## src/common/core_defines.svh

```systemverilog
`ifndef CORE_DEFINES_SVH
`define CORE_DEFINES_SVH

// data path and address width
`define CORE_XLEN 32

`define CORE_REGS 32

`define CORE_RESET_PC 32'h0000_0000

// addi x0, x0, 0
`define CORE_NOP 32'h0000_0013

`endif
```

## src/common/core_pkg.sv

```systemverilog
`default_nettype none

`include "core_defines.svh"

package core_pkg;

    typedef enum logic [6:0] {
        op_lui    = 7'b0110111,
        op_opimm  = 7'b0010011,
        op_op     = 7'b0110011,
        op_load   = 7'b0000011,
        op_store  = 7'b0100011,
        op_branch = 7'b1100011
    } opcode_e;

    typedef enum logic [3:0] {
        alu_add, alu_sub, alu_and, alu_or, alu_xor,
        alu_sll, alu_srl, alu_sra, alu_slt, alu_sltu
    } alu_op_e;

    typedef enum logic [1:0] {
        fwd_reg = 2'd0,
        fwd_mem = 2'd1,
        fwd_wb  = 2'd2
    } fwd_sel_e;

    typedef struct packed {
        alu_op_e alu_op;
        logic    use_imm;   // second operand is the immediate
        logic    reg_write;
        logic    mem_read;
        logic    mem_write;
        logic    branch;
        logic    branch_ne; // taken on inequality
    } ctrl_t;

    typedef struct packed {
        logic [`CORE_XLEN-1:0] pc;
        logic [`CORE_XLEN-1:0] inst;
    } if_id_t;

    typedef struct packed {
        ctrl_t                 ctrl;
        logic [`CORE_XLEN-1:0] pc;
        logic [`CORE_XLEN-1:0] rs1_val;
        logic [`CORE_XLEN-1:0] rs2_val;
        logic [`CORE_XLEN-1:0] imm;
        logic [4:0]            rs1;
        logic [4:0]            rs2;
        logic [4:0]            rd;
    } id_ex_t;

    typedef struct packed {
        logic                  reg_write;
        logic                  mem_read;
        logic                  mem_write;
        logic [`CORE_XLEN-1:0] alu_result;
        logic [`CORE_XLEN-1:0] store_data;
        logic [4:0]            rd;
    } ex_mem_t;

    typedef struct packed {
        logic                  reg_write;
        logic [`CORE_XLEN-1:0] result;
        logic [4:0]            rd;
    } mem_wb_t;

endpackage

`default_nettype wire

```

## src/logic/rv_core.sv

```systemverilog
`timescale 1ns/1ps
`default_nettype none

`include "core_defines.svh"

module rv_core import core_pkg::*; (
    input  wire                   clock,
    input  wire                   rst_n,
    output logic [`CORE_XLEN-1:0] imem_addr,
    input  wire  [`CORE_XLEN-1:0] imem_data,
    output logic [`CORE_XLEN-1:0] dmem_addr,
    output logic [`CORE_XLEN-1:0] dmem_wdata,
    output logic                  dmem_we,
    output logic                  dmem_re,
    input  wire  [`CORE_XLEN-1:0] dmem_rdata,
    output logic                  wb_valid,
    output logic [4:0]            wb_rd,
    output logic [`CORE_XLEN-1:0] wb_data
);
    logic [`CORE_XLEN-1:0] pc;
    if_id_t                if_id_d, if_id_q;
    id_ex_t                id_ex_d, id_ex_q;
    ex_mem_t               ex_mem_d, ex_mem_q;
    mem_wb_t               mem_wb_d, mem_wb_q;
    fwd_sel_e              fwd_a, fwd_b;
    logic                  stall, if_bubble, ex_bubble;
    logic                  branch_taken;
    logic [`CORE_XLEN-1:0] branch_target;
    logic [`CORE_XLEN-1:0] mem_result;

    fetch_unit u_fetch (.clock(clock), .rst_n(rst_n), .stall(stall), .redirect(branch_taken),
                        .redirect_pc(branch_target), .pc(pc));

    assign if_id_d.pc   = pc;
    assign if_id_d.inst = imem_data;

    if_id u_if_id (.clock(clock), .rst_n(rst_n), .bubble(if_bubble), .hold(stall),
                   .d(if_id_d), .q(if_id_q));

    assign id_ex_d.pc = if_id_q.pc;

    inst_decoder u_decoder (.inst(if_id_q.inst), .ctrl(id_ex_d.ctrl), .rs1(id_ex_d.rs1),
                            .rs2(id_ex_d.rs2), .rd(id_ex_d.rd), .imm(id_ex_d.imm));

    reg_file u_regs (.clock(clock), .rst_n(rst_n), .rs1(id_ex_d.rs1), .rs2(id_ex_d.rs2),
                     .rs1_val(id_ex_d.rs1_val), .rs2_val(id_ex_d.rs2_val), .write(mem_wb_q));

    id_ex u_id_ex (.clock(clock), .rst_n(rst_n), .bubble(ex_bubble), .d(id_ex_d), .q(id_ex_q));

    alu_unit u_alu (.stage(id_ex_q), .fwd_a(fwd_a), .fwd_b(fwd_b), .mem_fwd(mem_result),
                    .wb_fwd(mem_wb_q.result), .result(ex_mem_d), .branch_taken(branch_taken),
                    .branch_target(branch_target));

    ex_mem u_ex_mem (.clock(clock), .rst_n(rst_n), .bubble(1'b0), .d(ex_mem_d), .q(ex_mem_q));

    assign mem_result         = ex_mem_q.mem_read ? dmem_rdata : ex_mem_q.alu_result;
    assign mem_wb_d.reg_write = ex_mem_q.reg_write;
    assign mem_wb_d.result    = mem_result;
    assign mem_wb_d.rd        = ex_mem_q.rd;

    mem_wb u_mem_wb (.clock(clock), .rst_n(rst_n), .bubble(1'b0), .d(mem_wb_d), .q(mem_wb_q));

    hazard_unit u_hazard (.id_rs1(id_ex_d.rs1), .id_rs2(id_ex_d.rs2), .ex(id_ex_q),
                          .mem_rd(ex_mem_q.rd), .mem_write_en(ex_mem_q.reg_write),
                          .wb_rd(mem_wb_q.rd), .wb_write_en(mem_wb_q.reg_write),
                          .branch_taken(branch_taken), .fwd_a(fwd_a), .fwd_b(fwd_b),
                          .stall(stall), .if_bubble(if_bubble), .ex_bubble(ex_bubble));

    assign imem_addr  = pc;
    assign dmem_addr  = ex_mem_q.alu_result;
    assign dmem_wdata = ex_mem_q.store_data;
    assign dmem_we    = ex_mem_q.mem_write;
    assign dmem_re    = ex_mem_q.mem_read;

    assign wb_valid = mem_wb_q.reg_write && (mem_wb_q.rd != 5'd0); // x0 writes never retire
    assign wb_rd    = mem_wb_q.rd;
    assign wb_data  = mem_wb_q.result;
endmodule

`default_nettype wire

```

## src/logic/hazard_unit.sv

```systemverilog
`timescale 1ns/1ps
`default_nettype none

module hazard_unit import core_pkg::*; (
    input  wire  [4:0]   id_rs1,
    input  wire  [4:0]   id_rs2,
    input  wire  id_ex_t ex,
    input  wire  [4:0]   mem_rd,
    input  wire          mem_write_en,
    input  wire  [4:0]   wb_rd,
    input  wire          wb_write_en,
    input  wire          branch_taken,
    output fwd_sel_e     fwd_a,
    output fwd_sel_e     fwd_b,
    output logic         stall,
    output logic         if_bubble,
    output logic         ex_bubble
);
    logic mem_live;
    logic wb_live;
    logic load_in_ex;

    assign mem_live   = mem_write_en && (mem_rd != 5'd0);
    assign wb_live    = wb_write_en && (wb_rd != 5'd0);
    assign load_in_ex = ex.ctrl.mem_read && (ex.rd != 5'd0);

    // memory stage is younger than writeback, so it is checked first
    assign fwd_a = (mem_live && mem_rd == ex.rs1) ? fwd_mem :
                   (wb_live && wb_rd == ex.rs1)   ? fwd_wb  : fwd_reg;
    assign fwd_b = (mem_live && mem_rd == ex.rs2) ? fwd_mem :
                   (wb_live && wb_rd == ex.rs2)   ? fwd_wb  : fwd_reg;

    assign stall     = load_in_ex && (ex.rd == id_rs1 || ex.rd == id_rs2);
    assign if_bubble = branch_taken;
    assign ex_bubble = branch_taken || stall;
endmodule

`default_nettype wire

```

## src/execute/alu_unit.sv

```systemverilog
`timescale 1ns/1ps
`default_nettype none

`include "core_defines.svh"

module alu_unit import core_pkg::*; (
    input  wire  id_ex_t          stage,
    input  wire  fwd_sel_e        fwd_a,
    input  wire  fwd_sel_e        fwd_b,
    input  wire  [`CORE_XLEN-1:0] mem_fwd,
    input  wire  [`CORE_XLEN-1:0] wb_fwd,
    output ex_mem_t               result,
    output logic                  branch_taken,
    output logic [`CORE_XLEN-1:0] branch_target
);
    logic [`CORE_XLEN-1:0] op_a;
    logic [`CORE_XLEN-1:0] rs2_fwd;   // forwarded rs2, also the store data
    logic [`CORE_XLEN-1:0] op_b;
    logic [4:0]            shamt;
    logic [`CORE_XLEN-1:0] alu_out;

    assign op_a    = (fwd_a == fwd_mem) ? mem_fwd : (fwd_a == fwd_wb) ? wb_fwd : stage.rs1_val;
    assign rs2_fwd = (fwd_b == fwd_mem) ? mem_fwd : (fwd_b == fwd_wb) ? wb_fwd : stage.rs2_val;
    assign op_b    = stage.ctrl.use_imm ? stage.imm : rs2_fwd;
    assign shamt   = op_b[4:0];

    always_comb begin
        case (stage.ctrl.alu_op)
            alu_sub:  alu_out = op_a - op_b;
            alu_and:  alu_out = op_a & op_b;
            alu_or:   alu_out = op_a | op_b;
            alu_xor:  alu_out = op_a ^ op_b;
            alu_sll:  alu_out = op_a << shamt;
            alu_srl:  alu_out = op_a >> shamt;
            alu_sra:  alu_out = $signed(op_a) >>> shamt;
            alu_slt:  alu_out = {31'd0, $signed(op_a) < $signed(op_b)};
            alu_sltu: alu_out = {31'd0, op_a < op_b};
            default:  alu_out = op_a + op_b;
        endcase
    end

    assign branch_taken  = stage.ctrl.branch && ((op_a == rs2_fwd) != stage.ctrl.branch_ne);
    assign branch_target = stage.pc + stage.imm;

    assign result.reg_write  = stage.ctrl.reg_write;
    assign result.mem_read   = stage.ctrl.mem_read;
    assign result.mem_write  = stage.ctrl.mem_write;
    assign result.alu_result = alu_out;
    assign result.store_data = rs2_fwd;
    assign result.rd         = stage.rd;
endmodule

`default_nettype wire

```

## src/decode/reg_file.sv

```systemverilog
`timescale 1ns/1ps
`default_nettype none

`include "core_defines.svh"

module reg_file import core_pkg::*; (
    input  wire                   clock,
    input  wire                   rst_n,
    input  wire  [4:0]            rs1,
    input  wire  [4:0]            rs2,
    output logic [`CORE_XLEN-1:0] rs1_val,
    output logic [`CORE_XLEN-1:0] rs2_val,
    input  wire  mem_wb_t         write
);
    logic [`CORE_XLEN-1:0] regs [`CORE_REGS-1:1]; // x0 has no storage
    logic                  wr_en;

    assign wr_en = write.reg_write && (write.rd != 5'd0);

    always_ff @(posedge clock or negedge rst_n) begin
        if (!rst_n) begin
            for (int i = 1; i < `CORE_REGS; i++)
                regs[i] <= '0;
        end else if (wr_en) begin
            regs[write.rd] <= write.result;
        end
    end

    // a write in the same cycle shows up on the read port right away
    assign rs1_val = (rs1 == 5'd0) ? '0 :
                     (wr_en && write.rd == rs1) ? write.result : regs[rs1];
    assign rs2_val = (rs2 == 5'd0) ? '0 :
                     (wr_en && write.rd == rs2) ? write.result : regs[rs2];
endmodule

`default_nettype wire

```

## src/decode/inst_decoder.sv

```systemverilog
`timescale 1ns/1ps
`default_nettype none

`include "core_defines.svh"

module inst_decoder import core_pkg::*; (
    input  wire  [`CORE_XLEN-1:0] inst,
    output ctrl_t                 ctrl,
    output logic [4:0]            rs1,
    output logic [4:0]            rs2,
    output logic [4:0]            rd,
    output logic [`CORE_XLEN-1:0] imm
);
    opcode_e               opcode;
    logic [2:0]            funct3;
    logic                  alt;       // funct7 bit 5 picks sub and sra
    alu_op_e               arith_op;
    logic [`CORE_XLEN-1:0] imm_i;
    logic [`CORE_XLEN-1:0] imm_s;
    logic [`CORE_XLEN-1:0] imm_b;
    logic [`CORE_XLEN-1:0] imm_u;

    assign opcode = opcode_e'(inst[6:0]);
    assign funct3 = inst[14:12];
    assign alt    = inst[30];
    assign rd     = inst[11:7];

    assign imm_i = {{20{inst[31]}}, inst[31:20]};
    assign imm_s = {{20{inst[31]}}, inst[31:25], inst[11:7]};
    assign imm_b = {{19{inst[31]}}, inst[31], inst[7], inst[30:25], inst[11:8], 1'b0};
    assign imm_u = {inst[31:12], 12'b0};

    always_comb begin
        case (funct3)
            3'b000:  arith_op = (opcode == op_op && alt) ? alu_sub : alu_add;
            3'b001:  arith_op = alu_sll;
            3'b010:  arith_op = alu_slt;
            3'b011:  arith_op = alu_sltu;
            3'b100:  arith_op = alu_xor;
            3'b101:  arith_op = alt ? alu_sra : alu_srl;
            3'b110:  arith_op = alu_or;
            default: arith_op = alu_and;
        endcase
    end

    // unused source fields read as x0 so the hazard logic ignores them
    always_comb begin
        ctrl = '0;
        rs1  = inst[19:15];
        rs2  = 5'd0;
        imm  = imm_i;
        case (opcode)
            op_lui: begin
                ctrl.use_imm   = 1'b1;
                ctrl.reg_write = 1'b1;
                rs1            = 5'd0;
                imm            = imm_u;
            end
            op_opimm: begin
                ctrl.alu_op    = arith_op;
                ctrl.use_imm   = 1'b1;
                ctrl.reg_write = 1'b1;
            end
            op_op: begin
                ctrl.alu_op    = arith_op;
                ctrl.reg_write = 1'b1;
                rs2            = inst[24:20];
            end
            op_load: begin
                ctrl.use_imm   = 1'b1;
                ctrl.reg_write = 1'b1;
                ctrl.mem_read  = 1'b1;
            end
            op_store: begin
                ctrl.use_imm   = 1'b1;
                ctrl.mem_write = 1'b1;
                rs2            = inst[24:20];
                imm            = imm_s;
            end
            op_branch: begin
                ctrl.branch    = (funct3[2:1] == 2'b00); // only beq and bne
                ctrl.branch_ne = (funct3 == 3'b001);
                rs2            = inst[24:20];
                imm            = imm_b;
            end
            default: rs1 = 5'd0;
        endcase
    end
endmodule

`default_nettype wire

```

## src/logic/fetch_unit.sv

```systemverilog
`timescale 1ns/1ps
`default_nettype none

`include "core_defines.svh"

module fetch_unit (
    input  wire                        clock,
    input  wire                        rst_n,
    input  wire                        stall,
    input  wire                        redirect,
    input  wire  [`CORE_XLEN-1:0]      redirect_pc,
    output logic [`CORE_XLEN-1:0]      pc
);
    always_ff @(posedge clock or negedge rst_n) begin
        if (!rst_n)
            pc <= `CORE_RESET_PC;
        else if (redirect)
            pc <= redirect_pc; // taken branch wins over a stall
        else if (!stall)
            pc <= pc + `CORE_XLEN'd4;
    end
endmodule

`default_nettype wire

```

## src/logic/stage_regs.sv

```systemverilog
`timescale 1ns/1ps
`default_nettype none

module if_id import core_pkg::*; (
    input  wire     clock,
    input  wire     rst_n,
    input  wire     bubble,
    input  wire     hold,
    input  wire     if_id_t d,
    output if_id_t  q
);
    always_ff @(posedge clock or negedge rst_n) begin
        if (!rst_n)
            q <= '0;
        else if (bubble)
            q <= '0; // a flush beats a load-use hold
        else if (!hold)
            q <= d;
    end
endmodule

module id_ex import core_pkg::*; (
    input  wire     clock,
    input  wire     rst_n,
    input  wire     bubble,
    input  wire     id_ex_t d,
    output id_ex_t  q
);
    always_ff @(posedge clock or negedge rst_n) begin
        if (!rst_n)
            q <= '0;
        else
            q <= bubble ? '0 : d;
    end
endmodule

module ex_mem import core_pkg::*; (
    input  wire     clock,
    input  wire     rst_n,
    input  wire     bubble,
    input  wire     ex_mem_t d,
    output ex_mem_t q
);
    always_ff @(posedge clock or negedge rst_n) begin
        if (!rst_n)
            q <= '0;
        else
            q <= bubble ? '0 : d;
    end
endmodule

module mem_wb import core_pkg::*; (
    input  wire     clock,
    input  wire     rst_n,
    input  wire     bubble,
    input  wire     mem_wb_t d,
    output mem_wb_t q
);
    always_ff @(posedge clock or negedge rst_n) begin
        if (!rst_n)
            q <= '0;
        else
            q <= bubble ? '0 : d;
    end
endmodule

`default_nettype wire

```

## config.mk

```make
export PLATFORM = sky130hd
export DESIGN_NAME = rv_core
export DESIGN_NICKNAME = d
export VERILOG_FILES = /design/src/common/core_pkg.sv /design/src/logic/rv_core.sv /design/src/logic/hazard_unit.sv /design/src/execute/alu_unit.sv /design/src/decode/reg_file.sv /design/src/decode/inst_decoder.sv /design/src/logic/fetch_unit.sv /design/src/logic/stage_regs.sv
export VERILOG_INCLUDE_DIRS = /design/src /design/src/common
export SDC_FILE = /design/constraint.sdc
export NUM_CORES = 2
export LEC_CHECK = 0
export BUFFER_PORTS_ARGS = -buffer_cell sky130_fd_sc_hd__buf_2
export CORE_MARGIN = 3
export CORE_UTILIZATION = 40
export DETAILED_ROUTE_END_ITERATION = 7
export GPL_ROUTABILITY_DRIVEN = 0
export PLACE_DENSITY = 0.61
export SYNTH_ARGS = -nofsm -noshare
export SYNTH_HDL_FRONTEND = slang
export SYNTH_SLANG_ARGS = --single-unit
```

## constraint.sdc

```tcl
create_clock -name clock -period 7.21 [get_ports clock]
set_clock_uncertainty 0.1 [all_clocks]
set_input_delay 0.3605 -clock clock [delete_from_list [all_inputs] [get_ports clock]]
set_output_delay 0.3605 -clock clock [all_outputs]
set_load 0.03 [all_outputs]
```

# Word level (Yosys, flattened, before mapping)
# Cells that the tools add are included.
# word_totals
ff_bits	1351
output_inout_bits	136
# classes
add_sub_neg	4
order_cmp	6
n_eq_ne	36
n_shift	3
mux	39
bitwise_logic	3
n_reduce_logical	27
# op_table
op	n
bitwise mux 992 bit	1
two-way mux 32 bit	15
binary-select mux 32 bit (select 5 bit)	2
one-hot mux 32 bit (9 select lines)	1
demux 32 bit (select 5 bit)	1
two-way mux 153 bit	1
two-way mux 64 bit	2
one-hot mux 31 bit (3 select lines)	1
adder 32 bit	2
< comparator 32 bit	2
equality test 5 bit	8
adder 32 x 3 -> 32 bit, second input constant	1
AND 32 bit	1
equality test 32 bit	1
bitwise OR 32 bit	1
left shift 32 x 5 -> 32 bit	1
right shift 32 x 5 -> 32 bit	1
>>> shifter 32 x 5 -> 32 bit	1
subtractor 32 bit	1
XOR 32 bit	1
one-hot mux 4 bit (7 select lines)	1
equality test 7 x 6 -> 1 bit, second input constant	3
< comparator 5 x 6 -> 1 bit, second input constant	3
equality test 4 x 3 -> 1 bit, second input constant	4
28 further kinds	62

# Logic depth before layout (Yosys ltp)
# depth
word_depth	13
depth_mapped	26
mapped_depth_nobuf	20

# Cells and area by module
# A second synthesis with hierarchy kept.
# hier_totals
hier_cells	6706
area_unflattened_um2	81260.4
# modules_own_cells
module	instances	cells_per_inst	area_each_um2	seq_area_each_um2
reg_file	1	3600	53336.2	24823.8
alu_unit	1	1962	12891.1	0.0
id_ex	1	323	5367.6	3828.7
if_id	1	206	2611.3	1601.5
ex_mem	1	152	2342.2	1801.7
fetch_unit	1	200	1831.8	800.8
mem_wb	1	80	1402.6	950.9
inst_decoder	1	92	660.6	0.0
hazard_unit	1	52	410.4	0.0
rv_core	1	39	406.6	0.0

# Worst setup path after synthesis
# OpenSTA, ideal clock, no wires.
# synth_timing
kind	register to register
from	register u_mem_wb.q[0] in the netlist's numbering
to	register u_ex_mem.q[66] in the netlist's numbering
arrival_ns	5.892
setup_slack_ns	1.079
stages_incl_launch_ff	25
n_path_buf	6
period_less_slack_ns	6.131
cell_sequence	dfrtp_1 -> buf_2 -> xor2_1 -> or4b_1 -> o21ai_0 -> a311oi_1 -> or2_2 -> clkbuf_1 -> inv_1 -> buf_2 -> buf_2 -> buf_2 -> buf_1 -> ha_1 -> nand2b_1 -> o2111ai_1 -> a211oi_1 -> o21bai_1 -> a311o_1 -> o211a_1 -> o31ai_1 -> nand2_1 -> a32oi_1 -> nor2_1 -> or4_1
# synth_lines
element	line_no	rtl
from (decl)	stage_regs.sv:57	output mem_wb_t q
from (signal assigned)	stage_regs.sv:63	q <= bubble ? '0 : d;
to (signal assigned)	stage_regs.sv:48	q <= bubble ? '0 : d;
to (decl)	stage_regs.sv:42	output ex_mem_t q

==> results_dict.tcl <==
set metrics [dict create \
    status "finished, violations left" \
    violations "design-rule violations" \
    dr.pass1.iters 8 \
    synth_cells 8068 \
    ys_seq_elements 1351 \
    ant_nets 0 \
    drive_gt1_share_pct 24.5 \
    final_common_cell "dfrtp_1" \
    cpMaxStageDelayCell "a311oi_1" \
    viasPerCell 6.53 \
    fin_util_pct 44.8 \
    slowest_delay_ps 770 \
    drt_iter0_markers 8651 \
    die_h_um 459 \
    required_ps 7790 \
    cp.buffers_inverters 0 \
    final_hold_viol_count 0 \
    fin_crit_sh_pct 92.0 \
    ctsHoldBuffers 64 \
    clock-sinks 1351 \
    post_cts_buffers 0 \
    crit_family "compound AO/OA/AOI/OAI gates" \
    seq_area_frac_synth_pct 41.2 \
    finalSetupTns_ps 0 \
    report.power.total_w 0.0175 \
    seqPwrFrac_pct 45.3 \
    dp_slack_ps 998 \
    switchingPower_w 0.00463 \
    hp-class "in2async" \
    synth.distinct_cells 90 \
    io_buffers 201 \
    fill_cells 18964 \
    period_needed_ps 6630 \
    grt_pass1_wl_um 461000 \
    htree_levels 4 \
    crit_chain "or3_1, o211ai_1, o21ai_0, a311oi_1, or2_2, ha_1, a21oi_1, o21ai_0, a31oi_1, o21ai_0, a211oi_1, o31ai_1, xnor2_1, nor2_1, or4_1" \
    syn_avg_cell_area_um2 10.2 \
    synthesis.nets 8266 \
    ff2ff_setup_slack_ps 580 \
    initial_core_util_pct 40.4 \
    nets 8051 \
    cp-end-kind "flip-flop" \
    power_density_nw_per_um2 192 \
    dpl.hpwl_um 199000 \
    grt_max_degree 160 \
    ctsResizeCount 0 \
    clk_pin_slew_worst_paths_ps 60 \
    clock_path_buffers 3 \
    rsz0062_at_grt "no" \
    clockRootBuffer "clkbuf_16" \
    setup_viol 0 \
    cts_tree "done" \
    tightest_slew_ps 1360 \
    cp_max_fo 14 \
    placedCellCount 10308 \
    drv_cap 0 \
    async_flop_share_pct 100 \
    numCtsBuffers 150 \
    drc 110 \
    wl_um 316000 \
    share_comb_of_total_power_pct 9.0 \
    drv_slew 0 \
    grt_pass1_vias 67577 \
    finalNonFillerCells 10657 \
    ir_worst_vdd_mv 0.246 \
    swShare_pct 26.5 \
    p_leak_nw 40.9 \
    die_x_um 459 \
    fmax_ghz 0.151 \
    io_pins 202 \
    crit_arrival_ps 7210 \
    area_growth_pct 10.9 \
    critPathLaunchType "flip-flop" \
    gr-total-overflow 0 \
    synth_area_um2 82100 \
    vias 69642 \
    fin_ws_ps 580 \
    final_cell_mix "dfrtp_1, mux2_2, nand2_1, a21oi_1, mux2i_1" \
    die_area_um2 211000 \
    worst-setup-path-type "reg2reg" \
    slew_headroom_pct 9.16 \
    synth_edf_count 0 \
    intPower_w 0.0128 \
    yosys_most_used_dff "dfrtp_1" \
    coreArea_um2 203000 \
    cpMostUsedCell "o21ai_0" \
    clkPwrFrac_pct 45.8 \
    synth_warnings 0 \
    wl_per_cell_um 29.6 \
    num_rows 165 \
    track_usage_pct 29.1 \
    antenna_found_initial 18 \
    clk_latency_ps 830 \
]
-- sequential cells by signal (all words and copies together) (netlist names) --
signal,cells
u_fetch.pc,32
u_ex_mem.q,72
u_id_ex.q,153
u_regs.regs,992
u_if_id.q,64
u_mem_wb.q,38
-- worst register-to-register path, cell delays in order (launching register included) --
cell and delay, ps:
dfrtp_1 570, or3_1 520, o211ai_1 540, o21ai_0 340, a311oi_1 770, or2_2 270
ha_1 260, a21oi_1 180, o21ai_0 480, a31oi_1 290, o21ai_0 720, a211oi_1 250
o31ai_1 440, xnor2_1 170, nor2_1 50, or4_1 530
-- cell type report --
type	instances	area (µm²)	share of cell area, %
multi-input cells	5753	44800	49.2
clock buffers	216	4350	4.77
inverters	127	478	0.525
clock inverters	57	747	0.821
diodes	11	27.5	0.0302
well taps	2672	3340	3.67
flip-flops and latches	1351	33800	37.2
repair buffers	470	3480	3.83
-- through the flow --
| stage | instance area, µm² | hold slack [ps] |
|---|---|---|
| after floorplan | 82100 | -35.1 |
| after global placement | 85300 | 265 |
| after detailed placement | 85300 | 269 |
| after CTS | 91000 | 25.6 |
| after global routing | 91000 | 71.1 |
| final | 91000 | 39.1 |
-- routing by layer --
metal / vias up / track usage (%) / part of all wire, %
met5: - / 0 / 0.015
met4: 6 / 17.0 / 6.9
met3: 1125 / 8.89 / 11
met2: 4348 / 43.4 / 43
met1: 34832 / 37.3 / 38
li1: 29331 / - / -
-- cell families after synthesis --
family | share of synthesized area (%)
adders and majority gates | 2.04
DFF | 41.2
muxes | 23.8
AOI/OAI and AO/OA | 16.0
xor gates and xnor gates | 1.77
buffers and inverters | 4.83
and+or+nand+nor | 10.4
-- power groups by stage --
stage	Sequential [W]	Combinational (W)	Clock [W]
after global placement	0.00803	0.00149	0
final	0.00791	0.00156	0.00800
after floorplan	0.00799	0.000881	0
after detailed placement	0.00804	0.00151	0
after CTS	0.00790	0.00154	0.00811
after global routing	0.00791	0.00168	0.00840
-- synth_stat cells (45+ instances only) --
cell	count	area, µm²
nor3_1	211	1060
clkbuf_1	612	2300
nor2_1	324	1220
nand3_1	164	821
inv_1	123	462
dfrtp_1	1351	33800
mux2_2	1023	11500
buf_4	67	503
nor3b_1	50	375
a221oi_1	110	963
a21oi_1	552	2760
o21ai_0	408	2040
mux2i_1	416	4160
a31oi_1	188	1180
a22oi_1	46	345
nor2b_1	128	801
a21o_1	45	338
a211oi_1	268	2010
a311oi_1	48	420
xnor2_1	86	753
ha_1	129	1610
buf_1	108	405
mux4_2	171	3850
and3_1	90	563
o211ai_1	49	368
nand2_1	699	2620
xor2_1	80	701
-- path summary, 6_finish.rpt --
path	from	to	depth (start not counted)
setup / recovery	u_mem_wb.q[3]$_DFF_PN0_	u_ex_mem.q[66]$_DFF_PN0_	15
hold / removal	rst_n	u_regs.regs[373]$_DFFE_PN0P_	2
setup reg to reg	u_mem_wb.q[3]$_DFF_PN0_	u_ex_mem.q[66]$_DFF_PN0_	15
hold reg to reg	u_ex_mem.q[71]$_DFF_PN0_	u_mem_wb.q[37]$_DFF_PN0_	0
max in group asynchronous	rst_n	u_id_ex.q[115]$_DFF_PN0_	4
min in group clock	dmem_rdata[15]	u_mem_wb.q[20]$_DFF_PN0_	3
(Power assumes the default switching activity.)
